[src/design/scaler_defs.svh]
// ----------------------------------------------------------
// width and depth macros of the nearest-neighbour scaler
// included by the package and by every module that sizes
// its ports or counters from them
// ----------------------------------------------------------
`ifndef SCALER_DEFS_SVH
`define SCALER_DEFS_SVH

`define SCL_PIX_W        8     // per colour channel
`define SCL_DIM_W        11    // image sizes and row counts
`define SCL_COL_W        10
`define SCL_SLOT_W       2     // four row slots per bank
`define SCL_LB_ADDR_W    12
`define SCL_RATIO_W      16    // fraction bits of the step ratio
`define SCL_ACC_W        27
`define SCL_TAG_DEPTH_W  4
`define SCL_PIPE_LAT     7     // column issue to output

`endif

[src/design/scaler_pkg.sv]
// ----------------------------------------------------------
// shared packed types of the scaler
// modules name these by scope in their ports and import the
// package in their bodies
// ----------------------------------------------------------
`default_nettype none
`include "scaler_defs.svh"

package scaler_pkg;

    typedef struct packed {
        logic [`SCL_PIX_W-1:0] r;
        logic [`SCL_PIX_W-1:0] g;
        logic [`SCL_PIX_W-1:0] b;
    } rgb_t;

    typedef struct packed {
        logic vsync;
        logic de;
        rgb_t pix;
    } video_t;

    typedef struct packed {
        logic [`SCL_DIM_W-1:0]   src_width;
        logic [`SCL_DIM_W-1:0]   src_height;
        logic [`SCL_DIM_W-1:0]   dst_width;
        logic [`SCL_DIM_W-1:0]   dst_height;
        logic [`SCL_RATIO_W-1:0] x_ratio;     // 2^16 is 1.0
        logic [`SCL_RATIO_W-1:0] y_ratio;
    } scaler_cfg_t;

    // ------------------------------------------------------
    // line buffer addressing
    // ------------------------------------------------------
    typedef struct packed {
        logic [`SCL_SLOT_W-1:0] slot;
        logic [`SCL_COL_W-1:0]  col;
    } lb_slot_col_t;

    typedef union packed {
        logic [`SCL_LB_ADDR_W-1:0] raw;
        lb_slot_col_t              f;
    } lb_addr_u;

    typedef struct packed {
        logic     wen_even;
        logic     wen_odd;
        lb_addr_u addr;
        rgb_t     data;
    } lb_wr_t;

    typedef struct packed {
        lb_addr_u addr_lo;   // left column
        lb_addr_u addr_hi;
    } lb_bank_rd_t;

    typedef struct packed {
        lb_bank_rd_t even;
        lb_bank_rd_t odd;
    } lb_rd_t;

    // p<row><col> of the 2x2 neighbourhood
    typedef struct packed {
        rgb_t p00;
        rgb_t p01;
        rgb_t p10;
        rgb_t p11;
    } quad_t;

    typedef struct packed {
        logic [`SCL_DIM_W-1:0] x_int;
        logic [`SCL_DIM_W-1:0] y_int;
        logic                  x_half;
        logic                  y_half;
        logic                  issue;
        logic                  frame_start;
    } coord_t;

endpackage

`default_nettype wire

[src/design/sample_pipe.sv]
// ----------------------------------------------------------
// sampling pipeline from source coordinates to output pixels
// forms line buffer reads, swaps banks for odd rows, clamps
// at the right and bottom edges and picks the nearest pixel
// ----------------------------------------------------------
`default_nettype none
`include "scaler_defs.svh"

module sample_pipe (
    input  logic                    clk_in2,
    input  logic                    rst_n,
    input  scaler_pkg::scaler_cfg_t cfg,
    input  scaler_pkg::coord_t      coord,
    output scaler_pkg::lb_rd_t      rd,
    input  scaler_pkg::quad_t       quad,
    output scaler_pkg::video_t      out_video
);

    import scaler_pkg::*;

    // coord is stage 1, stage LAST feeds the output register
    localparam int LAST = `SCL_PIPE_LAT - 1;

    typedef struct packed {
        logic odd_row;     // top neighbour sits in the odd bank
        logic right;
        logic bottom;
        logic x_half;
        logic y_half;
    } side_t;

    side_t                 side_q [2:LAST];
    logic [LAST:2]         de_q;
    logic [LAST:2]         vs_q;
    logic [`SCL_DIM_W-1:0] row_cnt;    // destination rows done this frame
    logic                  row_end;
    lb_addr_u              addr_c2;
    lb_addr_u              lo_cur;
    lb_addr_u              hi_cur;
    lb_addr_u              lo_nxt;
    lb_addr_u              hi_nxt;
    quad_t                 nbr;
    quad_t                 nbr_q;

    assign row_end = de_q[2] & ~coord.issue;

    // ------------------------------------------------------
    // sync delay, vsync spans the destination frame
    // ------------------------------------------------------
    always_ff @(posedge clk_in2)
    begin
        if (!rst_n)
        begin
            de_q    <= '0;
            vs_q    <= '0;
            row_cnt <= '0;
        end
        else
        begin
            de_q         <= {de_q[LAST-1:2], coord.issue};
            vs_q[LAST:3] <= vs_q[LAST-1:2];
            if (coord.issue && coord.frame_start)
            begin
                vs_q[2] <= 1'b1;
                row_cnt <= '0;
            end
            else if (row_end)
            begin
                if (row_cnt == cfg.dst_height - 1'b1)
                    vs_q[2] <= 1'b0;
                row_cnt <= row_cnt + 1'b1;
            end
        end
    end

    always_ff @(posedge clk_in2)
    begin
        addr_c2.f.slot   <= coord.y_int[2:1];
        addr_c2.f.col    <= coord.x_int[`SCL_COL_W-1:0];
        side_q[2].odd_row <= coord.y_int[0];
        side_q[2].right  <= (coord.x_int == cfg.src_width - 1'b1);
        side_q[2].bottom <= (coord.y_int == cfg.src_height - 1'b1);
        side_q[2].x_half <= coord.x_half;
        side_q[2].y_half <= coord.y_half;
        for (int n = 3; n <= LAST; n++)
            side_q[n] <= side_q[n-1];
    end

    // ------------------------------------------------------
    // stage 3, bank addresses
    // ------------------------------------------------------
    always_comb
    begin
        lo_cur        = addr_c2;
        hi_cur        = addr_c2;
        hi_cur.f.col  = addr_c2.f.col + 1'b1;
        lo_nxt        = lo_cur;
        lo_nxt.f.slot = addr_c2.f.slot + 1'b1;
        hi_nxt        = hi_cur;
        hi_nxt.f.slot = addr_c2.f.slot + 1'b1;
    end

    // an odd row pairs with the even row one slot further on
    always_ff @(posedge clk_in2)
    begin
        rd.odd.addr_lo  <= lo_cur;
        rd.odd.addr_hi  <= hi_cur;
        rd.even.addr_lo <= side_q[2].odd_row ? lo_nxt : lo_cur;
        rd.even.addr_hi <= side_q[2].odd_row ? hi_nxt : hi_cur;
    end

    // ------------------------------------------------------
    // bank swap and edge clamp on the buffer read data
    // ------------------------------------------------------
    always_comb
    begin
        if (side_q[LAST-1].odd_row)
            nbr = '{p00: quad.p10, p01: quad.p11, p10: quad.p00, p11: quad.p01};
        else
            nbr = quad;
        if (side_q[LAST-1].right)
        begin
            nbr.p01 = nbr.p00;
            nbr.p11 = nbr.p10;
        end
        if (side_q[LAST-1].bottom)
        begin
            nbr.p10 = nbr.p00;
            nbr.p11 = nbr.p01;
        end
    end

    always_ff @(posedge clk_in2)
    begin
        nbr_q <= nbr;
    end

    // nearest of the four by the rounding bits
    always_ff @(posedge clk_in2)
    begin
        case ({side_q[LAST].x_half, side_q[LAST].y_half})
            2'b00:   out_video.pix <= nbr_q.p00;
            2'b01:   out_video.pix <= nbr_q.p10;
            2'b10:   out_video.pix <= nbr_q.p01;
            default: out_video.pix <= nbr_q.p11;
        endcase
        if (!rst_n)
        begin
            out_video.vsync <= 1'b0;
            out_video.de    <= 1'b0;
        end
        else
        begin
            out_video.vsync <= vs_q[LAST];
            out_video.de    <= de_q[LAST];
        end
    end

endmodule

`default_nettype wire

[config.mk]
export PLATFORM = sky130hd
export DESIGN_NAME = sample_pipe
export DESIGN_NICKNAME = d
export VERILOG_FILES = /design/src/design/scaler_pkg.sv /design/src/design/sample_pipe.sv
export VERILOG_INCLUDE_DIRS = /design/src /design/src/design
export SDC_FILE = /design/constraint.sdc
export NUM_CORES = 1
export LEC_CHECK = 0
export BUFFER_PORTS_ARGS = -buffer_cell sky130_fd_sc_hd__buf_2
export CAP_MARGIN = 10
export CORE_MARGIN = 3
export CORE_UTILIZATION = 45
export DETAILED_ROUTE_END_ITERATION = 10
export GPL_ROUTABILITY_DRIVEN = 0
export GPL_TIMING_DRIVEN = 0
export PLACE_DENSITY = 0.73
export SYNTH_ARGS = -nofsm -noshare
export SYNTH_HDL_FRONTEND = slang
export SYNTH_SLANG_ARGS = --single-unit
[constraint.sdc]
create_clock -name clk_in2 -period 2.5 [get_ports clk_in2]
set_input_delay 0.5 -clock clk_in2 [delete_from_list [all_inputs] [get_ports clk_in2]]
set_output_delay 0.5 -clock clk_in2 [all_outputs]
set_load 0.02 [all_outputs]
After elaboration in Yosys (flattened, before gate mapping) --
Memories as Yosys holds them, arrays and structs flattened. Cells that the tools add are included.
Operators by class: multiplexer cells 10, bitwise gates (word level) 3, add/subtract/negate cells 6, equality and inequality tests 5, reduce and logical (&&, ||, !) cells 6
Operators by type and width (count):
- 2-to-1 mux 96 bit | 1
- case mux 24 bit (3 select lines) | 1
- 2-to-1 mux 24 bit | 2
- 2-to-1 mux 48 bit | 1
- equality test 11 bit | 3
- subtractor 11 x 1 -> 11 bit (second input constant) | 3
- 2-to-1 mux 12 bit | 2
- adder 11 x 1 -> 11 bit (second input constant) | 1
- adder 10 x 1 -> 10 bit (second input constant) | 1
- nonzero test 2 bit | 2
- 2-to-1 mux 1 bit | 3
- adder 2 x 1 -> 2 bit (second input constant) | 1
- equality test 2 x 1 -> 1 bit (second input constant) | 1
- equality test 2 bit (second input constant) | 1
- zero test 2 bit | 1
- inverter 1 bit | 2
- AND reduction 2 bit | 1
- OR reduction 2 bit | 1
- bitwise AND 1 bit | 1
- logical AND 1 bit | 1
Storage, ports and cells: output and inout bits 74, bits in writable memories 25, register bits after elaboration 203, bits of input ports 200, memories 1
Memory list:
- side_q | depth 5, bits a word 5, read ports 5, clocked after Yosys merged registers in 0, write ports 5, RTL line sample_pipe.sv:32 | side_t side_q [2:LAST];

Logic depth before layout (Yosys ltp) --
depth in word-level cells 5, gate-level depth with buffers 8, gate-level depth less buffers 8

Worst setup path before layout --
OpenSTA, ideal clock, no wires.
path kind input to register, start point input port cfg[35] (netlist bit), end point register vs_q[2] (netlist bit), stages on the path 6, data required time 2.374 ns, setup slack 0.455 ns, arrival 1.919 ns, path through or3_4 -> or4_4 -> nor3_2 -> xnor2_1 -> nor4_2 -> o211ai_1
Between the ends: word-level cells in the longest chain between the ends 4
RTL lines:
- start, declared | RTL line sample_pipe.sv:12 | input scaler_pkg::scaler_cfg_t cfg,
- subtractor 11 x 1 -> 11 bit | RTL line sample_pipe.sv:69 | if (row_cnt == cfg.dst_height - 1'b1)
- equality test 11 bit | RTL line sample_pipe.sv:69
- nonzero test 2 bit (no source line)
- AND reduction 2 bit (no source line)
- end signal, assigned by index | RTL line sample_pipe.sv:61 | vs_q[LAST:3] <= vs_q[LAST-1:2];
- end, declared | RTL line sample_pipe.sv:34 | logic [LAST:2] vs_q;
No other way between the ends. A chain may end at the register's enable or synchronous reset.

==> reports/metrics.cfg <==
[yosys]
ys_ff_latch=201
ys_types=46
synth_edf_count=0
seq_area_frac_synth=0.4911
synth_top_area_cell=dfxtp_1
synth_top_area_frac=0.4911
syn_nets=880
synth.avg_cell_area_sq_um=12.14
syn_inst=675
synthTopCellsByArea=dfxtp_1 49%, mux4_2 13%, mux2_2 10%
synth_ff_type=dfxtp_1
async_flop_share=0
ys_warn_count=0
syn-cell-area_sq_um=8194

[grt]
grt-busiest-layer=met2
gr-usage-met1=0.2446
grt_util_met2=0.3296
antenna_found_initial=6
grt_pass1_vias=6043
grt_pass1_wl_mm=30.81
grt_use_total=0.1918
grt_max_degree=15
gr-total-overflow=0
globalRouteMet3Util=0.04919

[clocking]
cts_root_buf=clkbuf_16
clk_latency_ns=0.49
clockBufferDepth=3
cts_tree=yes
cts_setup_buffers=0
htreeDepth=1
cts.sinks=201
cts_resized=0
ctsHoldBuffers=0
path_clk_slew_ns=0.07
cts-buffers-inserted=21

[worst_setup_path]
cp-start-kind=register
crit_fanout=10
end_kind=register
cp_top_family=buffers and inverters
path_class=register to register
worstPathRequired_ns=2.88
crit_arrival_ns=2.74
crit_buf_inv=2
crit_chain=buf_2 -> buf_1 -> mux4_2 -> mux2_2
cp_slowest_cell=buf_1
slowest_delay_ns=0.79

[power]
irDropWorstVdd_mv=0.4644
power.total_w=0.007796
leakagePower_nw=4.349
p_per_area_nw_per_um2=751.9

[cells_and_area]
layoutNonFillerInstCount=1168
drive_above_1_share=0.4473
synthToLayoutAreaGrowth_pct=26.54
final_common_cell=buf_2
design_area_sq_um=10370
nNetsFinal=1133
mostFrequentLayoutCells=236 x buf_2, 201 x dfxtp_1, 73 x mux2_2, 48 x mux4_2

[placed_design]
dp_cells=1130
dp_hpwl_mm=14.43
dpl_cell_area_sq_um=9627
port_buffers=230

[routing]
antenna_left=0
drt-wirelength-per-cell_um=17.04
route.vias.total=5970
routed_wirelength_mm=19.90
drcViolationCount=0
drt-pass1-iter-count=4
drt_iter0_drc=203
via_per_inst=5.111

[floorplan]
die_h_um=140.9
boundaryPins=274
die_area_sq_um=19860
coreArea_sq_um=17540
rows=48
dieWidth_um=140.9
initial_core_util=0.4673

[sta]
fmax_ghz=0.4250
drv_slew=0
skew_ns=0.01548
finalSetupViolCount=0
rsz0062_at_grt=false
slew_headroom=0.3248
fin_setup_tns_ns=0
worstMarginPinSlew_ns=1.013
fin_crit_sh=0.9413
hold_viol_final=0
finalCriticalPeriod_ns=2.353

[min_path]
holdCritPathClass=primary input to register

[run_status]
status=finished, final reports clean

[job]
drv_cap=0

-- cell usage after synthesis (9+ instances only) --
cell type / count
buf_4: 24
nand3_1: 12
inv_1: 11
and2_1: 11
nor2_1: 19
nor3_1: 10
clkbuf_1: 21
nand2_1: 38
xor2_1: 21
mux2i_1: 27
mux4_2: 48
mux2_2: 73
dfxtp_1: 201
xnor2_1: 38
a21oi_1: 9
o21ai_0: 31
-- sequential cells by signal, indices dropped and copies added, names as in the netlist --
| signal | count |
|---|---|
| rd | 24 |
| side_q | 22 |
| row_cnt | 11 |
| de_q | 5 |
| out_video | 26 |
| nbr_q | 96 |
| addr_c2 | 12 |
| vs_q | 5 |
-- cells by family (layout without fill, tap and decap cells) --
logic type | count (synthesis) | count (layout) | share of synthesized area
AOI/OAI and AO/OA | 60 | 60 | 0.04337
buffers and inverters | 68 | 332 | 0.04306
DFF | 201 | 201 | 0.4911
and+or+nand+nor | 134 | 134 | 0.08658
muxes | 148 | 148 | 0.2652
xor gates and xnor gates | 59 | 59 | 0.06306
other | 0 | 4 | 0
adders and majority gates | 5 | 5 | 0.007635
-- area by class of cell --
cell class / count / area [sq um]
fillers: 1457 / 7168
flip-flops and latches: 201 / 4024
clock buffers: 26 / 584.3
clock inverters: 8 / 146.4
repair buffers: 230 / 1151
inverters: 11 / 41.29
diodes: 4 / 10.01
plain buffers: 57 / 312.8
well taps: 225 / 281.5
multi-input cells: 406 / 3817
-- through the flow --
stage	util	hold WS (ns)	setup WS, ns
after detailed placement	0.5489	0.3121	0.1024
final	0.5913	0.1216	0.1468
after floorplan	-	0.3096	0.4551
after global routing	0.5910	0.1063	0.01160
after global placement	0.5489	0.3103	0.05493
after CTS	0.5906	0.1076	0.09076
-- where the power goes --
part	internal (W)	leakage [nW]	switching, W
combinational	0.000496	2.31	0.000497
sequential	0.00344	1.69	0.0000770
clock	0.00206	0.357	0.00123
total	0.00600	4.35	0.00180
-- worst register-to-register path: stages, from the launching register on --
cell and delay, ns:
dfxtp_1 0.30, buf_2 0.23, buf_1 0.79, mux4_2 0.64, mux2_2 0.28
-- routing by layer --
layer  vias up  part of all wire
li1       2928                 -
met1      2802              0.42
met2       206              0.49
met3        26             0.077
met4         8            0.0096
met5         -            0.0021
-- final timing paths --
path	to	start	depth (start not counted)	slack, ns
setup / recovery	nbr_q[8]$_DFF_P_	side_q[0][29]$_DFF_P_	4	0.15
hold / removal	side_q[0][11]$_DFF_P_	coord[3]	1	0.12
setup reg to reg	nbr_q[8]$_DFF_P_	side_q[0][29]$_DFF_P_	4	0.15
hold reg to reg	side_q[0][16]$_DFF_P_	side_q[0][11]$_DFF_P_	0	0.32
Power figures use the tool's default switching activity.
