==> config.mk <==
export PLATFORM = sky130hd
export DESIGN_NAME = scale_sequencer
export DESIGN_NICKNAME = d
export VERILOG_FILES = /design/src/design/scaler_pkg.sv /design/src/design/scale_sequencer.sv
export VERILOG_INCLUDE_DIRS = /design/src /design/src/design
export SDC_FILE = /design/constraint.sdc
export NUM_CORES = 1
export LEC_CHECK = 0
export BUFFER_PORTS_ARGS = -buffer_cell sky130_fd_sc_hd__buf_2
export CELL_PAD_IN_SITES_DETAIL_PLACEMENT = 0
export CELL_PAD_IN_SITES_GLOBAL_PLACEMENT = 1
export CORE_UTILIZATION = 45
export DETAILED_ROUTE_END_ITERATION = 10
export GPL_ROUTABILITY_DRIVEN = 1
export HOLD_SLACK_MARGIN = 0.15
export PLACE_DENSITY_LB_ADDON = 0.3
export SKIP_LAST_GASP = 1
export SLEW_MARGIN = 10
export SYNTH_ARGS = -nofsm -noshare
export SYNTH_HDL_FRONTEND = slang
export SYNTH_SLANG_ARGS = --single-unit
==> constraint.sdc <==
create_clock -name clk_in2 -period 4.9 [get_ports clk_in2]
set_input_delay 0.245 -clock clk_in2 [delete_from_list [all_inputs] [get_ports clk_in2]]
set_output_delay 0.245 -clock clk_in2 [all_outputs]
set_load 0.005 [all_outputs]
==> src/design/scaler_defs.svh <==
// ----------------------------------------------------------
// width and depth macros of the nearest-neighbour scaler
// included by the package and by every module that sizes
// its ports or counters from them
// ----------------------------------------------------------
`ifndef SCALER_DEFS_SVH
`define SCALER_DEFS_SVH

`define SCL_PIX_W        8     // per colour channel
`define SCL_DIM_W        11    // image sizes and row counts
`define SCL_COL_W        10
`define SCL_SLOT_W       2     // four row slots per bank
`define SCL_LB_ADDR_W    12
`define SCL_RATIO_W      16    // fraction bits of the step ratio
`define SCL_ACC_W        27
`define SCL_TAG_DEPTH_W  4
`define SCL_PIPE_LAT     7     // column issue to output

`endif

==> src/design/scaler_pkg.sv <==
// ----------------------------------------------------------
// shared packed types of the scaler
// modules name these by scope in their ports and import the
// package in their bodies
// ----------------------------------------------------------
`default_nettype none
`include "scaler_defs.svh"

package scaler_pkg;

    typedef struct packed {
        logic [`SCL_PIX_W-1:0] r;
        logic [`SCL_PIX_W-1:0] g;
        logic [`SCL_PIX_W-1:0] b;
    } rgb_t;

    typedef struct packed {
        logic vsync;
        logic de;
        rgb_t pix;
    } video_t;

    typedef struct packed {
        logic [`SCL_DIM_W-1:0]   src_width;
        logic [`SCL_DIM_W-1:0]   src_height;
        logic [`SCL_DIM_W-1:0]   dst_width;
        logic [`SCL_DIM_W-1:0]   dst_height;
        logic [`SCL_RATIO_W-1:0] x_ratio;     // 2^16 is 1.0
        logic [`SCL_RATIO_W-1:0] y_ratio;
    } scaler_cfg_t;

    // ------------------------------------------------------
    // line buffer addressing
    // ------------------------------------------------------
    typedef struct packed {
        logic [`SCL_SLOT_W-1:0] slot;
        logic [`SCL_COL_W-1:0]  col;
    } lb_slot_col_t;

    typedef union packed {
        logic [`SCL_LB_ADDR_W-1:0] raw;
        lb_slot_col_t              f;
    } lb_addr_u;

    typedef struct packed {
        logic     wen_even;
        logic     wen_odd;
        lb_addr_u addr;
        rgb_t     data;
    } lb_wr_t;

    typedef struct packed {
        lb_addr_u addr_lo;   // left column
        lb_addr_u addr_hi;
    } lb_bank_rd_t;

    typedef struct packed {
        lb_bank_rd_t even;
        lb_bank_rd_t odd;
    } lb_rd_t;

    // p<row><col> of the 2x2 neighbourhood
    typedef struct packed {
        rgb_t p00;
        rgb_t p01;
        rgb_t p10;
        rgb_t p11;
    } quad_t;

    typedef struct packed {
        logic [`SCL_DIM_W-1:0] x_int;
        logic [`SCL_DIM_W-1:0] y_int;
        logic                  x_half;
        logic                  y_half;
        logic                  issue;
        logic                  frame_start;
    } coord_t;

endpackage

`default_nettype wire

==> src/design/scale_sequencer.sv <==
// ----------------------------------------------------------
// destination grid walker
// waits for source row tags, then issues one destination
// column per cycle with fixed-point source coordinates
// ----------------------------------------------------------
`default_nettype none
`include "scaler_defs.svh"

module scale_sequencer (
    input  logic                    clk_in2,
    input  logic                    rst_n,
    input  scaler_pkg::scaler_cfg_t cfg,
    input  logic                    tag_empty,
    input  logic [`SCL_DIM_W-1:0]   tag_row,
    output logic                    tag_pop,
    output scaler_pkg::coord_t      coord
);

    localparam logic [2:0] S_IDLE      = 3'd0;
    localparam logic [2:0] S_ROW_LOAD  = 3'd1;
    localparam logic [2:0] S_COL_ISSUE = 3'd2;
    localparam logic [2:0] S_ROW_INC   = 3'd3;
    localparam logic [2:0] S_TAG_POP   = 3'd4;

    logic [2:0]            state;
    logic [`SCL_ACC_W-1:0] x_acc;
    logic [`SCL_ACC_W-1:0] y_acc;
    logic [`SCL_DIM_W-1:0] x_cnt;
    logic [`SCL_DIM_W-1:0] y_cnt;      // destination row
    logic [`SCL_DIM_W-1:0] y_int;
    logic                  new_frame;
    logic                  row_ready;
    logic                  last_col;
    logic                  last_row;

    assign y_int     = y_acc[`SCL_ACC_W-1:`SCL_RATIO_W];
    assign new_frame = (state == S_IDLE) && !tag_empty && (tag_row == '0);
    // both neighbour rows written, or the whole source frame is in
    assign row_ready = ({1'b0, y_int} + 1'b1 <= {1'b0, tag_row})
                    || (tag_row == cfg.src_height - 1'b1);
    assign last_col  = (x_cnt == cfg.dst_width - 1'b1);
    assign last_row  = (y_cnt == cfg.dst_height - 1'b1);
    assign tag_pop   = (state == S_TAG_POP);

    // ------------------------------------------------------
    // FSM
    // ------------------------------------------------------
    always_ff @(posedge clk_in2)
    begin
        if (!rst_n)
            state <= S_IDLE;
        else
        begin
            case (state)
                S_IDLE:
                begin
                    if (!tag_empty)
                    begin
                        if (tag_row != '0 && y_cnt == cfg.dst_height)
                            state <= S_TAG_POP;   // leftover rows of a done frame
                        else
                            state <= S_ROW_LOAD;
                    end
                end
                S_ROW_LOAD:
                    state <= row_ready ? S_COL_ISSUE : S_TAG_POP;
                S_COL_ISSUE:
                begin
                    if (last_col)
                        state <= S_ROW_INC;
                end
                S_ROW_INC:
                    state <= last_row ? S_TAG_POP : S_ROW_LOAD;
                default:
                    state <= S_IDLE;
            endcase
        end
    end

    always_ff @(posedge clk_in2)
    begin
        if (!rst_n)
        begin
            y_acc <= '0;
            y_cnt <= '0;
        end
        else if (new_frame)
        begin
            y_acc <= '0;
            y_cnt <= '0;
        end
        else if (state == S_ROW_INC)
        begin
            y_acc <= y_acc + cfg.y_ratio;
            y_cnt <= y_cnt + 1'b1;
        end
    end

    always_ff @(posedge clk_in2)
    begin
        if (!rst_n || state != S_COL_ISSUE)
        begin
            x_acc <= '0;
            x_cnt <= '0;
        end
        else
        begin
            x_acc <= x_acc + cfg.x_ratio;
            x_cnt <= x_cnt + 1'b1;
        end
    end

    always_ff @(posedge clk_in2)
    begin
        coord.x_int  <= x_acc[`SCL_ACC_W-1:`SCL_RATIO_W];
        coord.y_int  <= y_int;
        coord.x_half <= x_acc[`SCL_RATIO_W-1];   // rounding bits
        coord.y_half <= y_acc[`SCL_RATIO_W-1];
        if (!rst_n)
        begin
            coord.issue       <= 1'b0;
            coord.frame_start <= 1'b0;
        end
        else
        begin
            coord.issue       <= (state == S_COL_ISSUE);
            coord.frame_start <= (state == S_COL_ISSUE) && (x_cnt == '0) && (y_cnt == '0);
        end
    end

    // a destination row only starts with a source tag at the head
    a_issue_needs_tag: assert property (@(posedge clk_in2) disable iff (!rst_n)
        $rose(coord.issue) |-> !$past(tag_empty, 2));

endmodule

`default_nettype wire

Word level (Yosys, flattened, before mapping)
Cells that the tools add are included.
{"block": "word_totals", "ff_bits": 105, "out_inout_bits": 27, "inputBits": 90, "word_cells": 54}
{"block": "classes", "n_eq_ne": 11, "n_lt_le_gt_ge": 1, "addsub": 8, "mux": 6, "bitwise_logic": 1, "reduce_logical": 16}
{"op": "27-bit by 16-bit adder with 27-bit output", "count": 2}
{"op": "11-bit == test", "count": 4}
{"op": "11-bit logical NOT", "count": 3}
{"op": "11-bit by 1-bit subtractor with 11-bit output (second input constant)", "count": 3}
{"op": "11-bit by 1-bit adder with 11-bit output (second input constant)", "count": 2}
{"op": "3-bit two-way mux", "count": 5}
{"op": "11-bit by 1-bit adder with 12-bit output (second input constant)", "count": 1}
{"op": "12-bit by 11-bit less-or-equal comparator with 1-bit output", "count": 1}
{"op": "3-bit case mux with 4 select lines", "count": 1}
{"op": "11-bit nonzero test", "count": 1}
{"op": "3-bit by 2-bit == test with 1-bit output (second input constant)", "count": 2}
{"op": "1-bit logical AND", "count": 5}
{"op": "2-bit inequality test (second input constant)", "count": 2}
{"op": "3-bit by 1-bit == test with 1-bit output (second input constant)", "count": 1}
{"op": "3-bit == test (second input constant)", "count": 1}
{"op": "3-bit logical NOT", "count": 1}
{"op": "3-bit by 2-bit inequality test with 1-bit output (second input constant)", "count": 1}
{"op": "1-bit logical NOT", "count": 2}
{"op": "1-bit logical OR", "count": 2}
{"op": "2-bit AND reduction", "count": 1}
{"op": "2-bit OR reduction", "count": 1}
{"op": "1-bit inverter", "count": 1}

Depth between registers and ports, before layout
{"block": "depth", "depth_word": 5, "depth_mapped": 12, "depth_no_buf": 12}

Least setup slack after synthesis
No wires, ideal clock.
{"block": "synth_path", "kind": "reg-to-reg", "start": "register y_acc[16]", "end": "register state[2]", "setup_time_ps": 121, "arrival_time_ps": 2362, "stages_incl_launch_ff": 13, "path_slack_ps": 2417, "required_time_ps": 4779, "synth_period_minus_slack_ps": 2483, "path_buffers": 0, "path_cell_list": "dfxtp_1 nand3_1 nor2_1 and2_1 nand4_1 xnor2_1 ha_1 a21o_1 a21oi_1 nand2_1 o21a_1 o21a_1 nor3b_2"}
{"block": "synth_via", "elab_chain_cells": 5}
{"element": "start, declared", "line_no": "scale_sequencer.sv:27", "text": "logic [`SCL_ACC_W-1:0] y_acc;"}
{"element": "start signal, assigned", "line_no": "scale_sequencer.sv:94", "text": "y_acc <= y_acc + cfg.y_ratio;"}
{"element": "11-bit by 1-bit adder with 12-bit output", "line_no": "scale_sequencer.sv:39", "text": "assign row_ready = ({1'b0, y_int} + 1'b1 <= {1'b0, tag_row})"}
{"element": "12-bit by 11-bit less-or-equal comparator with 1-bit output", "line_no": "scale_sequencer.sv:39"}
{"element": "1-bit logical OR", "line_no": "scale_sequencer.sv:40", "text": "|| (tag_row == cfg.src_height - 1'b1);"}
{"element": "3-bit two-way mux", "line_no": "scale_sequencer.sv:66", "text": "state <= row_ready ? S_COL_ISSUE : S_TAG_POP;"}
{"element": "3-bit case mux with 4 select lines", "line_no": "scale_sequencer.sv:54", "text": "case (state)"}
{"element": "end signal, assigned", "line_no": "scale_sequencer.sv:66"}
{"element": "end signal, assigned", "line_no": "scale_sequencer.sv:73", "text": "state <= last_row ? S_TAG_POP : S_ROW_LOAD;"}
{"element": "end, declared", "line_no": "scale_sequencer.sv:25", "text": "logic [2:0] state;"}
Every way passes these cells.
A chain may end at the register's enable or synchronous reset.

Worst setup path in the final report
{"block": "layout_path", "start": "register y_acc[10]", "end": "register y_acc[21]"}
{"block": "layout_via", "elab_chain_cells": 1}
{"element": "27-bit by 16-bit adder with 27-bit output", "line_no": "scale_sequencer.sv:94"}
Every way passes these cells.

==> reports/results.tsv <==
stage	metric	value	unit
setup_path	worst reg2reg startpoint	y_acc[10]	
timing	Rel. slew slack	27.2	%
setup_path	worst-path fanout max	10	
die	core area	14000	sq um
logic_synthesis	fraction of registers with async set/reset	0	%
setup_path	R2R depth	8	
global_route	number of global-route vias before repair	5778	
global_route	Total GRT Usage	21.7	%
timing	RSZ-0062 raised after global routing	no	
logic_synthesis	Yosys top cell area share	32.2	%
setup_path	Worst Setup Start Kind	register	
die	Cell Rows	43	
route	post-DR wirelength/cell	14.3	microns
logic_synthesis	synth warn	0	
die	Die Y	122	microns
placement	DP Wirelength	11700	microns
setup_path	CP cell instances	ha_1 > a21o_1 > a221oi_1 > nor3b_1 > o21ai_0 > a21oi_1 > or4b_2 > o21ai_0	
layout	# fillers	1376	
placement	PortBufs	105	
setup_path	launch point of the worst path	y_acc[10]	
layout	area of the multi-input gates	4190	sq um
route	drt via density	5.48	
logic_synthesis	Mean Syn Cell Area	8.20	sq um
route	total number of vias	5911	
route	initial DRC count	283	
timing	fin. max-slew vios	0	
placement	DP Cell Count	1060	
power_and_ir_drop	Peak VDD IR	153	uV
die	die width	122	microns
cts	TritonCTS Buffers	9	
status	outcome	finished, final reports clean	
logic_synthesis	Synth area leaders	dfxtp_1 32%, ha_1 9.8%, xor2_1 7.8%, xnor2_1 4.6%, nor2_1 4.4%	
setup_path	Required @ worst endpoint	5.14	ns
cts	number of buffers added for setup after CTS	0	
setup_path	most frequent CP cell	o21ai_0	
logic_synthesis	Post-synth EDFFs	0	
setup_path	CP peak stage delay	0.61	ns
logic_synthesis	cell area after synthesis	6520	sq um
cts	H-tree level count	3	
cts	Clock transition at path regs	0.07	ns
global_route	first-pass GRT wire length	25900	microns
layout	design area	7500	sq um
route	Initial DRT Pass Iterations	7	
logic_synthesis	Netlist cell types	57	
logic_synthesis	Mapped Nets	939	
cts	TritonCTS clock tree	built	
route	final antenna-violating net count	0	
timing	fin crit share	58.8	%
layout	Storage cell area	2100	sq um
cts	CTS sink count	105	
timing	FMAX	0.347	GHz
timing	final worst path period need	2.88	ns
die	die area	15000	sq um
setup_path	Arr. time, crit path	3.12	ns
logic_synthesis	cell taking the most area after synthesis	dfxtp_1	
logic_synthesis	register area share after synthesis	32.2	%
cts	Hold Buf Count CTS	0	
power_and_ir_drop	Leak	3.30	nW
placement	pre-CTS setup slack	2.00	ns
timing	Fin. Hold Viols	0	
die	io pins	117	
global_route	grt total ovfl	0	
setup_path	Critical Path End	y_acc[21]	
cts	CTS resizes	0	
timing	clk_skew	0.00655	ns
layout	share of layout cells above drive strength 1	14.6	%
hold_path	worst hold path class	primary input to register	
logic_synthesis	register bit count reported by yosys	105	
timing	Worst-Margin Slew	1.08	ns
timing	Setup WS post-layout	2.02	ns
layout	Area growth, synth to finish	15.0	%
cts	clock latency on the worst-skew pair	0.36	ns
layout	Final Non-Filler Cells	1078	
timing	# setup viols final	0	
route	DRC Markers	0	
setup_path	r2r setup slk	2.02	ns
cts	root buffer cell	clkbuf_16	
setup_path	reg2reg end	y_acc[21]	
logic_synthesis	Primary FF master, synth	dfxtp_1	
setup_path	slowest CP cell	a21oi_1	
timing	Fin Hold WS	0.202	ns
setup_path	Setup CP Type	register to register	
die	Initial Util	46.6	%
logic_synthesis	Cells after Synth	796	
layout	final net count	1034	
power_and_ir_drop	Cell Pwr Density	246	nW/um^2
logic_synthesis	Post-synth top cells	105 x dfxtp_1, 76 x nor2_1, 60 x nand2_1	
global_route	initial antenna violation count	1	
route	Routed WL	15400	microns
logic_synthesis	count leader, synth	dfxtp_1	
flow_run	Max Cap Viol	0	
global_route	largest net degree at the start of global routing	38	
placement	DP Area	7210	sq um
timing	setup TNS	0	ns
setup_path	CP endpoint kind	register	
placement	GPL Wtd Cong	0.848	
cts	maximum clock insertion buffer count	2	
==> logic make-up after synthesis <==
group / after synthesis / share of synthesized area, %
AND/OR/NAND/NOR: 307 / 24.2
AO/OA/AOI/OAI: 170 / 16.3
flip-flops: 105 / 32.2
XOR/XNOR: 92 / 12.4
buffers and inverters: 64 / 3.74
adder cells (fa/ha/maj): 53 / 10.4
multiplexers: 5 / 0.786
==> state kept, by name, indices dropped and copies added (netlist names) <==
name / count
y_cnt: 11
coord: 26
y_acc: 27
x_acc: 27
x_cnt: 11
state: 3
==> how the worst min path moves through the flow <==
| stage | start | endpoint | cells after the start |
|---|---|---|---|
| 2_1_floorplan | x_acc[15] | coord[3] | 0 |
| 3_3_place_gp | x_acc[15] | coord[3] | 0 |
| 3_5_place_dp | x_acc[15] | coord[3] | 0 |
| 4_1_cts | rst_n | state[1] | 3 |
| 5_1_grt | rst_n | state[1] | 3 |
| 6_report | cfg[16] | x_acc[0] | 3 |
==> report_power, final <==
part           internal, mW  switching (mW)
combinational         0.114           0.150
sequential            0.868          0.0125
clock                 0.364           0.340
total                  1.35           0.502
==> critical path: cells and delay by family (launching register included) <==
kind / cells / cell delay (ns)
adders and majority gates: 1 / 0.35
DFF: 1 / 0.32
AOI/OAI and AO/OA: 5 / 1.52
and+or+nand+nor: 2 / 0.57
==> layout by cell type (no fill, tap or decap), types with 5 or more instances in the layout <==
cell       instances
and3_1            14
or3_1              7
nor4_1            10
a31oi_1            8
nor3_1            22
or4_1             13
inv_1             41
ha_1              51
nand4_1           19
nand3_1           31
nand2b_1          14
nor4b_1            5
a21oi_1           52
a21o_1            15
nand2_1           60
xor2_1            58
xnor2_1           34
nor2b_1           12
nor2_1            76
buf_2            105
nor3b_1            6
clkbuf_16          9
o21a_1            12
o21ai_0           35
o211ai_1          13
a211oi_1          10
dfxtp_1          105
==> per-layer routing <==
layer	global-route usage [%]	vias up	routed length, microns
li1	-	3024	-
met1	24.5	2746	6710
met2	39.7	119	7850
met3	4.51	22	569
met4	8.38	0	244
met5	0	-	0
==> through the flow <==
step | util [%] | power, mW
after floorplan | - | 1.07
after global placement | 51.5 | 1.15
final | 53.6 | 1.85
after CTS | 53.6 | 1.87
after global routing | 53.6 | 1.94
after detailed placement | 51.5 | 1.16
==> layout make-up <==
class	count	area share, %
Antenna cell	2	0.0667
Clock buffer	10	3.19
Clock inverter	6	0.651
Inverter	41	2.05
Multi-Input combinational cell	627	55.8
Sequential cell	105	28.0
Tap cell	180	3.00
Timing Repair Buffer	107	7.21
(Power assumes the default switching activity.)
