$ cat src/design/scaler_defs.svh
// ----------------------------------------------------------
// width and depth macros of the nearest-neighbour scaler
// included by the package and by every module that sizes
// its ports or counters from them
// ----------------------------------------------------------
`ifndef SCALER_DEFS_SVH
`define SCALER_DEFS_SVH

`define SCL_PIX_W        8     // per colour channel
`define SCL_DIM_W        11    // image sizes and row counts
`define SCL_COL_W        10
`define SCL_SLOT_W       2     // four row slots per bank
`define SCL_LB_ADDR_W    12
`define SCL_RATIO_W      16    // fraction bits of the step ratio
`define SCL_ACC_W        27
`define SCL_TAG_DEPTH_W  4
`define SCL_PIPE_LAT     7     // column issue to output

`endif

$ cat src/design/row_tag_fifo.sv
// ----------------------------------------------------------
// queue of completed source row indices
// written by the row writer, read by the sequencer; the head
// is visible while not empty and a pop acts on the next edge
// ----------------------------------------------------------
`default_nettype none
`include "scaler_defs.svh"

module row_tag_fifo (
    input  logic                  clk_in2,
    input  logic                  rst_n,
    input  logic                  push,
    input  logic [`SCL_DIM_W-1:0] push_row,
    input  logic                  pop,
    output logic [`SCL_DIM_W-1:0] head_row,
    output logic                  empty
);

    localparam int AW    = `SCL_TAG_DEPTH_W;
    localparam int DEPTH = 1 << AW;

    logic [`SCL_DIM_W-1:0] mem [DEPTH];
    logic [AW:0]           wr_ptr;     // extra msb tells full from empty
    logic [AW:0]           rd_ptr;
    logic                  full;

    assign empty    = (wr_ptr == rd_ptr);
    assign full     = (wr_ptr[AW] != rd_ptr[AW]) && (wr_ptr[AW-1:0] == rd_ptr[AW-1:0]);
    assign head_row = mem[rd_ptr[AW-1:0]];

    always_ff @(posedge clk_in2)
    begin
        if (push && !full)
            mem[wr_ptr[AW-1:0]] <= push_row;
    end

    always_ff @(posedge clk_in2)
    begin
        if (!rst_n)
        begin
            wr_ptr <= '0;
            rd_ptr <= '0;
        end
        else
        begin
            if (push && !full)
                wr_ptr <= wr_ptr + 1'b1;
            if (pop && !empty)
                rd_ptr <= rd_ptr + 1'b1;
        end
    end

    // source ran too far ahead of the sequencer
    a_no_overflow: assert property (@(posedge clk_in2) disable iff (!rst_n)
        push |-> !full);

    a_no_underflow: assert property (@(posedge clk_in2) disable iff (!rst_n)
        pop |-> !empty);

endmodule

`default_nettype wire

$ cat config.mk
export PLATFORM = sky130hd
export DESIGN_NAME = row_tag_fifo
export DESIGN_NICKNAME = d
export VERILOG_FILES = /design/src/design/row_tag_fifo.sv
export VERILOG_INCLUDE_DIRS = /design/src /design/src/design
export SDC_FILE = /design/constraint.sdc
export NUM_CORES = 1
export LEC_CHECK = 0
export ABC_CLOCK_PERIOD_IN_PS = 3150
export BUFFER_PORTS_ARGS = -buffer_cell sky130_fd_sc_hd__clkbuf_2
export CORE_ASPECT_RATIO = 0.8
export CORE_UTILIZATION = 30
export CTS_BUF_LIST = sky130_fd_sc_hd__clkbuf_8
export DETAILED_ROUTE_END_ITERATION = 10
export HOLD_SLACK_MARGIN = 0.12
export PLACE_DENSITY = 0.53
export SKIP_LAST_GASP = 1
export SLEW_MARGIN = 15
export SYNTH_ARGS = -nofsm -noshare
export SYNTH_HDL_FRONTEND = slang
export SYNTH_SLANG_ARGS = --single-unit
$ cat constraint.sdc
create_clock -name clk_in2 -period 3.15 [get_ports clk_in2]
set_input_delay 0.1575 -clock clk_in2 [delete_from_list [all_inputs] [get_ports clk_in2]]
set_output_delay 0.1575 -clock clk_in2 [all_outputs]
set_load 0.02 [all_outputs]
Word-level counts from Yosys, hierarchy flattened. Memory sizes are Yosys's and may differ from the RTL's. A register that Yosys moved wholly into a read port is not among the register bits. Cells that the tools add are included.

Register bits after elaboration: 10. Bits in writable memories: 176. Input bits: 15. Output and inout port bits: 12. Word-level logic and storage cells: 17. Memories: 1.

$add $sub $neg: 2. Eq/ne operators: 3. Mux-type cells: 4. Reduce and logical (&&, ||, !) cells: 5.

Memories: mem (depth 16, width 11, rd ports 1, clocked after memory_dff 1, write ports 1, line row_tag_fifo.sv:22) `` logic [`SCL_DIM_W-1:0] mem [DEPTH]; ``.

Operators with widths (number): adder 5 x 1 -> 5 bit, second input constant (2); 2-to-1 mux 4 bit (2); equality test 5 bit (1); equality test 4 bit (1); logical AND 1 bit (3); zero test 1 bit (2); 2-to-1 mux 1 bit (2); != test 1 bit (1).

Depth between registers and ports, before layout. Gate-level depths: netlist (run 1).

Depth after elaboration: 6. Depth in mapped cells: 5. Mapped depth without buffers: 4.

Worst setup path before layout (run 1). OpenSTA, ideal clock, no wires.

Kind: flip-flop to flip-flop. Start point: register wr_ptr[1]. End point: memory mem[11][0] (netlist bit), enable pin. Setup time: 0.349 ns. Data arrival time: 1.549 ns. Data required time: 2.801 ns. Path slack: 1.252 ns. Cell stages (with the launch flop): 6. Buffers on the path: 1. Clock period less this slack: 1.898 ns. Path through: dfxtp_1 xor2_1 nor4_2 a21oi_1 buf_2 and3_1.

Longest elaborated chain between the ends: 6.

Ends and longest elaborated chain: from (decl) (line row_tag_fifo.sv:23) `logic [AW:0] wr_ptr;`; from (signal assigned) (line row_tag_fifo.sv:47) `wr_ptr <= wr_ptr + 1'b1;`; equality test 4 bit (line row_tag_fifo.sv:28) `assign full = (wr_ptr[AW] != rd_ptr[AW]) && (wr_ptr[AW-1:0] == rd_ptr[AW-1:0]);`; logical AND 1 bit (line row_tag_fifo.sv:28); zero test 1 bit (line row_tag_fifo.sv:33) `if (push && !full)`; logical AND 1 bit (line row_tag_fifo.sv:33); 2-to-1 mux 1 bit (line row_tag_fifo.sv:33); 2-to-1 mux 1 bit (implied by the code) (line row_tag_fifo.sv:34) `mem[wr_ptr[AW-1:0]] <= push_row;`; to (decl) (line row_tag_fifo.sv:22).

Parallel ways exist; a longest one is shown, timed or not.

==> results.cfg, run 1 <==
[sta]
slew_headroom = 0.4579
setup_viol = 0
fmax_ghz = 0.3645
period_share = 0.8710
tightest_slew_ns = 0.8131
hold_viol_final = 0
finalClockSkew_ns = 0.01500
fin_crit_ns = 2.744
rsz0062_at_grt = no
finalMaxSlewViolations = 0
setup_tns_ns = 0
setup_ws_ns = 0.4063

[yosys]
syn_inst = 349
yosys_warnings = 0
synthSimpleGateAreaFrac = 0.03795
synth_top_family_by_area = multiplexers
synth-edff-count = 176
async_reset_ff_frac = 0
synth-compound-area-share = 0.01227
synth-xor-area-share = 0.006871
synthMuxAreaShare = 0.1896
synthesis.area_um2 = 7649
ys_types = 30
syn-num-nets = 369
synthAdderAreaFrac = 0.008179
syn-mean-instance-area_um2 = 21.92
synth_ff_type = edfxtp_1
synth-seq-area-share = 0.7276
synth_seq_cells = 190

[global_routing]
gr-total-overflow = 0
grt_pass1_wl_um = 24380
antenna_found_initial = 0
grt_start_max_net_pins = 45
grt_pass1_vias = 3645
grt_usage = 0.1327

[drt]
avgRoutedWirePerCell_um = 22.50
antenna_left = 0
drtPass1Iterations = 4
wl_um = 16290
avgViaCountPerCell = 4.990
first_iter_violations = 369
drc = 0
vias = 3613

[cts]
cts_max_path_buffers = 2
numClockSinks = 190
cts_tree = built
clk_pin_slew_ns = 0.11
root_buffer = clkbuf_8
h-tree-depth = 4
cts_resized = 0
cts_buffers = 17
clkLatencyLatePin_ns = 0.47

[power_and_ir_drop]
cellLeakagePower_nw = 2.809
powerDensity_nw_per_um2 = 598.6
ir_drop_uv = 280.6

[placed_design]
postPlaceCellArea_um2 = 8209
gp_congestion = 0.7567
dp_hpwl_um = 10420
place_ws_ns = 0.9154
io_buffer_count = 26

[hold_path]
hold-path-cell-count = 1
hold_path.class = input pin to register

[critical_path]
timing.rr.start = wr_ptr[2]
worstPathRequired_ns = 2.99
path_cells = buf_12, mux4_1, mux4_2, clkbuf_2
cp-start-kind = register
reg2reg_depth = 5
slowest_stage = mux4_1
ff2ff_setup_slack_ns = 0.98
endpoint_kind = primary output
arrival_ns = 2.59
max_stage_delay_ns = 0.73
critical_path.endpoint = head_row[7]
r2r_end = mem[10][5]
path_max_fanout = 44
criticalPathCategory = register to primary output

[layout]
num_antenna_cells = 0
layout-drive-gt1-share = 0.2389
fill_cells = 2254
syn_to_final_growth_pct = 12.97
fin_util = 0.3499
nets = 413
fin_area_um2 = 8641

[floorplan]
die_area_um2 = 26140
num_rows = 51
die_y_um = 144.8
core_um2 = 24690
die_w_um = 180.5
ios = 27
start_util = 0.3097

[run]
drv_cap = 0

[run_status]
outcome = completed
==> per-stage QoR <==
stage | std cells | hold slack (ns) | total power [mW]
2_1_floorplan | 349 | 0.2564 | 3.334
3_3_place_gp | 690 | 0.4939 | 3.563
3_5_place_dp | 690 | 0.5086 | 3.572
4_1_cts | 724 | 0.1244 | 5.227
5_1_grt | 724 | 0.1429 | 5.353
6_report | 724 | 0.1523 | 5.173
==> synthesized netlist by cell type (2+ instances only) <==
library cell / n / area (um^2)
nand3b_1: 2 / 15.01
xor2_1: 5 / 43.79
mux4_1: 35 / 919.6
buf_2: 2 / 10.01
o211ai_1: 6 / 45.04
ha_1: 5 / 62.56
a211o_1: 2 / 17.52
inv_1: 6 / 22.52
buf_6: 4 / 45.04
nand4_1: 5 / 31.28
nand2b_1: 3 / 18.77
mux4_2: 20 / 450.4
and2_1: 2 / 12.51
buf_1: 4 / 15.01
edfxtp_1: 176 / 5285
clkbuf_1: 7 / 26.28
mux2i_1: 8 / 80.08
a21oi_1: 4 / 20.02
and3_1: 11 / 68.82
nand2_1: 10 / 37.54
dfxtp_1: 14 / 280.3
and4b_1: 4 / 40.04
nand3_1: 7 / 35.03
==> placed cells by master (no fill, tap or decap), types with 7 or more instances in the layout <==
| cell type | netlist | routed |
|---|---|---|
| edfxtp_1 | 176 | 176 |
| mux4_1 | 35 | 35 |
| clkbuf_2 | 0 | 26 |
| mux4_2 | 20 | 20 |
| clkbuf_8 | 0 | 17 |
| buf_4 | 0 | 13 |
| dfxtp_1 | 14 | 12 |
| and3_1 | 11 | 11 |
| nand2_1 | 10 | 10 |
| mux2i_1 | 8 | 8 |
| nand3_1 | 7 | 7 |
==> worst max-delay path: cells and delay by family, from the launching register on <==
kind	cells	cell delay [ns]
multiplexers	2	1.26
buffers and inverters	2	0.48
flip-flops	1	0.35
==> routing by layer <==
layer	wire [um]	up-vias	global-route usage
met4	158	0	0.04318
met3	936	9	0.03003
li1	-	1581	-
met2	7245	100	0.1936
met5	0	-	0
met1	7951	1923	0.1955
==> registers in the layout (all words and copies together), names as in the netlist, named ones only <==
signal	count
mem	176
rd_ptr	5
wr_ptr	5
==> logic make-up (layout without fill, tap and decap cells) <==
group / count (synthesis) / after routing
buffers and inverters: 24 / 81
and+or+nand+nor: 48 / 48
AOI/OAI and AO/OA: 13 / 13
adders and majority gates: 5 / 5
xor gates and xnor gates: 6 / 6
DFF: 190 / 190
muxes: 63 / 63
==> what timing repair did <==
action                    CTS  global route
hold buffers                2             0
setup buffers               0             0
hold endpoints to repair    7             0
==> layout make-up <==
cell class              instances  area (um^2)  share of cell area
well taps                     318        397.9             0.04605
clock buffers                  17        234.0             0.02708
repair buffers                 43        287.8             0.03330
clock inverters                15        177.7             0.02056
inverters                       6        22.52            0.002606
flip-flops and latches        190         5568              0.6444
multi-input cells             135         1953              0.2260
==> worst min path at each step <==
| stage | startpoint | end | slack [ns] |
|---|---|---|---|
| after global routing | push_row[6] | mem[12][6] | 0.14 |
| after floorplan | push_row[0] | mem[0][0] | 0.26 |
| after detailed placement | wr_ptr[4] | wr_ptr[4] | 0.51 |
| final | push_row[6] | mem[9][6] | 0.15 |
| after global placement | rd_ptr[4] | rd_ptr[4] | 0.49 |
| after CTS | push_row[6] | mem[9][6] | 0.12 |
==> where the power goes <==
part | switching, mW | leakage (nW) | internal, mW | total (mW)
Combinational | 0.385 | 0.908 | 0.308 | 0.693
Clock | 0.937 | 0.196 | 0.731 | 1.67
Sequential | 0.0203 | 1.70 | 2.79 | 2.81
Power figures use the tool's default switching activity.
==> inputs of run 2 (changes only) <==
BUFFER_PORTS_ARGS = -buffer_cell sky130_fd_sc_hd__buf_2   (was -buffer_cell sky130_fd_sc_hd__clkbuf_2)
CORE_UTILIZATION = 65   (was 30)
PLACE_DENSITY = 0.91   (was 0.53)
==> run 2 against run 1 <==
Design area fell by 3.1%; routed wire length fell by 4.1%; critical endpoint is now head_row[9]; total power fell by 5.5%; critical path depth did not move; sequential power barely moved; flip-flop and latch count did not move; register-to-register slack got worse by 0.18 ns; global-route usage rose by 15 points.
==> results.cfg, run 2 (synthesis results as in run 1) <==
[critical_path]
ff2ff_setup_slack_ns = 0.80
timing.rr.start = wr_ptr[2]
reg2reg_depth = 5
cp-start-kind = register
endpoint_kind = primary output
path_max_fanout = 27
criticalPathCategory = register to primary output
arrival_ns = 2.56
worstPathRequired_ns = 2.99
r2r_end = mem[6][5]

[run]
drv_cap = 0

[cts]
cts_buffers = 17
clk_pin_slew_ns = 0.09
clkLatencyLatePin_ns = 0.45
h-tree-depth = 4
cts_max_path_buffers = 2
cts_tree = built
numClockSinks = 190
root_buffer = clkbuf_8

[floorplan]
die_y_um = 99.03
ios = 27
die_area_um2 = 12210
die_w_um = 123.3
num_rows = 35
start_util = 0.6666
core_um2 = 11470

[hold_path]
hp-start = push_row[4]
hold_path.class = input pin to register
hold-path-cell-count = 1
min_to = mem[8][4]

[placed_design]
gp_congestion = 0.8480
io_buffer_count = 26
dp_cells = 511
dp_hpwl_um = 9465
place_ws_ns = 0.8645

[sta]
slew_headroom = 0.4044
setup_tns_ns = 0
fmax_ghz = 0.3675
fin_crit_ns = 2.721
finalClockSkew_ns = 0.007930
period_share = 0.8638
tightest_slew_ns = 0.8922
rsz0062_at_grt = no
setup_viol = 0
finalMaxSlewViolations = 0
hold_viol_final = 0
setup_ws_ns = 0.4291

[power_and_ir_drop]
p_clk_frac = 0.286
p_sw_frac = 0.2415
ir_drop_uv = 412.7
power.share.combinational = 0.136
cellLeakagePower_nw = 2.765
total_power_mw = 4.887
internal_power_mw = 3.706
switchingPower_mw = 1.180
powerDensity_nw_per_um2 = 583.8
p_seq_frac = 0.579

[drt]
drc = 0
vias = 3739
drtPass1Iterations = 5
antenna_left = 0
wl_um = 15620
avgRoutedWirePerCell_um = 28.19
avgViaCountPerCell = 6.749
first_iter_violations = 562

[layout]
layout_common_cells = 176 x edfxtp_1, 35 x mux4_1, 26 x buf_2, 20 x mux4_2, 17 x clkbuf_8
num_antenna_cells = 0
nets = 414
fin_cells = 554
regArea_um2 = 5568
fin_util = 0.7296
layout-drive-gt1-share = 0.2020
final_common_cell = edfxtp_1
syn_to_final_growth_pct = 9.439
largest_reg_flops = 176
multi_input_area_um2 = 1949
fill_cells = 611

[run_status]
outcome = completed

[global_routing]
grt_pass1_vias = 3610
gr-total-overflow = 0
antenna_found_initial = 0
grt_pass1_wl_um = 23070
grt_usage = 0.2811
grt_start_max_net_pins = 45
run 2: cell count changes in the layout (fill, tap and decap cells not counted), sizes merged:
cell,before,now
dlygate4sd3,2,12
clkbuf,43,17
clkinv,3,7
bufinv,2,1
inv,12,8
buf,15,32
run 2: what timing repair did:
action,CTS,global route
resized for setup,0,0
hold buffers,12,0
setup endpoints to repair,0,0
endpoints found under the hold margin,153,0
setup buffers,0,0
run 2: per-layer routing:
| layer | up-vias | part of all wire | global-route usage |
|---|---|---|---|
| li1 | 1585 | - | - |
| met1 | 1878 | 0.42 | 0.4330 |
| met2 | 251 | 0.48 | 0.4229 |
| met3 | 25 | 0.092 | 0.05266 |
| met4 | 0 | 0.012 | 0.07507 |
| met5 | - | 0 | 0 |
run 2: area by class of cell:
class	instances	share of cell area
clock inverters	14	0.01241
clock buffers	17	0.02795
inverters	6	0.002691
flip-flops and latches	190	0.6652
repair buffers	44	0.03677
multi-input cells	135	0.2329
well taps	148	0.02212
run 2: power by group through the flow:
stage / combinational, mW / clock [mW] / sequential (mW)
4_1_cts: 0.662 / 1.40 / 2.83
3_3_place_gp: 0.626 / 0 / 2.88
2_1_floorplan: 0.472 / 0 / 2.86
5_1_grt: 0.700 / 1.49 / 2.83
3_5_place_dp: 0.648 / 0 / 2.89
6_report: 0.662 / 1.40 / 2.83
run 2: how the worst max path moves through the flow:
stage / slack, ns / depth (start not counted) / to / start
3_5_place_dp: 0.86 / 4 / head_row[8] / register
6_report: 0.43 / 4 / head_row[9] / register
4_1_cts: 0.39 / 4 / head_row[8] / register
3_3_place_gp: 0.94 / 4 / head_row[4] / register
2_1_floorplan: 1.25 / 5 / mem[11][0] / wr_ptr[1]
5_1_grt: 0.33 / 4 / head_row[4] / register
run 2: critical path, cell delays in order (launching register included):
cell	delay, ns
dfxtp_2	0.76
buf_4	0.28
mux4_1	0.38
mux4_2	0.50
buf_2	0.17
run 2: per-stage QoR:
step	cell area [um^2]	hold WS, ns
after floorplan	7649	0.2564
after global placement	7913	0.4885
after detailed placement	7913	0.5082
after CTS	8371	0.1368
after global routing	8371	0.1347
final	8371	0.1419
==> inputs of run 3 (changes only) <==
BUFFER_PORTS_ARGS = unset   (was -buffer_cell sky130_fd_sc_hd__buf_2)
CORE_ASPECT_RATIO = 0.6   (was 0.8)
DONT_BUFFER_PORTS = 1   (was unset)
PLACE_DENSITY = 0.89   (was 0.91)
==> run 3 against run 2 <==
Non-clock buffer count fell by 24; cell count fell by 2.0%; critical path depth fell by 1; largest cell class unchanged; clock power barely moved; total power fell by 0.55%; largest power group unchanged; critical path type unchanged; first-iteration DRC count fell by 34%; clock skew rose by 0.0026 ns; die area barely moved; sequential power barely moved; design area fell by 1.1%.
==> results.cfg, run 3 (synthesis results as in run 1) <==
[critical_path]
endpoint_kind = primary output
reg2reg_depth = 5
arrival_ns = 2.55
cp-start-kind = register
worstPathRequired_ns = 2.99
path_max_fanout = 22
criticalPathCategory = register to primary output
path_cells = buf_4, mux4_1, mux4_2
max_stage_delay_ns = 0.72
slowest_stage = dfxtp_2

[sta]
tightest_slew_ns = 0.8494
period_share = 0.8609
fin_crit_ns = 2.712
setup_ws_ns = 0.4383
finalMaxSlewViolations = 0
slew_headroom = 0.4329
hold_viol_final = 0
setup_viol = 0
finalClockSkew_ns = 0.01056
setup_tns_ns = 0
fmax_ghz = 0.3688
hold_ws_ns = 0.1831
rsz0062_at_grt = no

[floorplan]
start_util = 0.6725
num_rows = 30
core_um2 = 11370
die_area_um2 = 12220
die_w_um = 142.0
die_y_um = 86.03
ios = 27

[drt]
avgViaCountPerCell = 6.645
topRoutingLayerUsed = met4
drc = 0
antenna_left = 0
met1_length_um = 6672
wl_um = 15450
first_iter_violations = 370
vias = 3608
met2_length_um = 6524
wl_met3_um = 2108
drtPass1Iterations = 5
avgRoutedWirePerCell_um = 28.45

[global_routing]
gr-total-overflow = 0
grt_pass1_wl_um = 22840
grt_start_max_net_pins = 45
grt_pass1_vias = 3502
antenna_found_initial = 1
grt_usage = 0.2796

[placed_design]
postPlaceCellArea_um2 = 7797
dp_cells = 497
place_ws_ns = 0.9127
io_buffer_count = 0
dp_hpwl_um = 10030
gp_congestion = 0.8085

[cts]
numClockSinks = 190
h-tree-depth = 4
root_buffer = clkbuf_8
cts_buffers = 17
holdBufCountCts = 14
clkLatencyLatePin_ns = 0.45
cts_resized = 0
cts_tree = built
cts_setup_buffers = 0
clk_pin_slew_ns = 0.09
cts_max_path_buffers = 2

[hold_path]
hold-path-cell-count = 3
hold_path.class = input pin to register

[run_status]
outcome = completed

[power_and_ir_drop]
cellLeakagePower_nw = 2.685
ir_drop_uv = 394.0
total_power_mw = 4.860
powerDensity_nw_per_um2 = 586.9

[layout]
syn_to_final_growth_pct = 8.261
nets = 390
fin_cells = 543
largest_reg_flops = 176
layout-drive-gt1-share = 0.1470
fin_util = 0.7281
final_common_cell = edfxtp_1
layout_common_cells = 176 x edfxtp_1, 35 x mux4_1, 20 x mux4_2, 17 x clkbuf_8, 14 x dlygate4sd3_1
fin_area_um2 = 8280

[run]
drv_cap = 0
==> run 3: area by class of cell <==
class / instances / area (um^2)
Sequential cell: 190 / 5568
Fill cell: 635 / 3093
Multi-Input combinational cell: 135 / 1949
Clock buffer: 17 / 234.0
Tap cell: 160 / 200.2
Timing Repair Buffer: 20 / 197.7
Clock inverter: 13 / 103.9
Inverter: 6 / 22.52
Antenna cell: 2 / 5.005
==> run 3: final timing paths <==
check,start,to,slack (ns)
hold / removal,push,mem[15][7],0.18
hold reg to reg,rd_ptr[4],rd_ptr[4],0.53
setup reg to reg,wr_ptr[2],mem[5][4],0.92
setup / recovery,register,head_row[1],0.44
==> run 3: layer usage <==
metal  vias to the layer above  global-route usage
li1                       1533                   -
met5                         -                   0
met4                         0             0.08016
met2                       185              0.3783
met1                      1874              0.4117
met3                        16              0.1290
==> run 3: critical path: cells and delay by family, from the launching register on <==
family	cells	cell delay [ns]
buffers and inverters	1	0.35
DFF	1	0.72
muxes	2	1.00
==> run 3: power by group <==
part	switching [mW]	total [mW]	internal, mW
clock network	0.803	1.41	0.607
logic	0.342	0.623	0.281
registers	0.0341	2.83	2.79
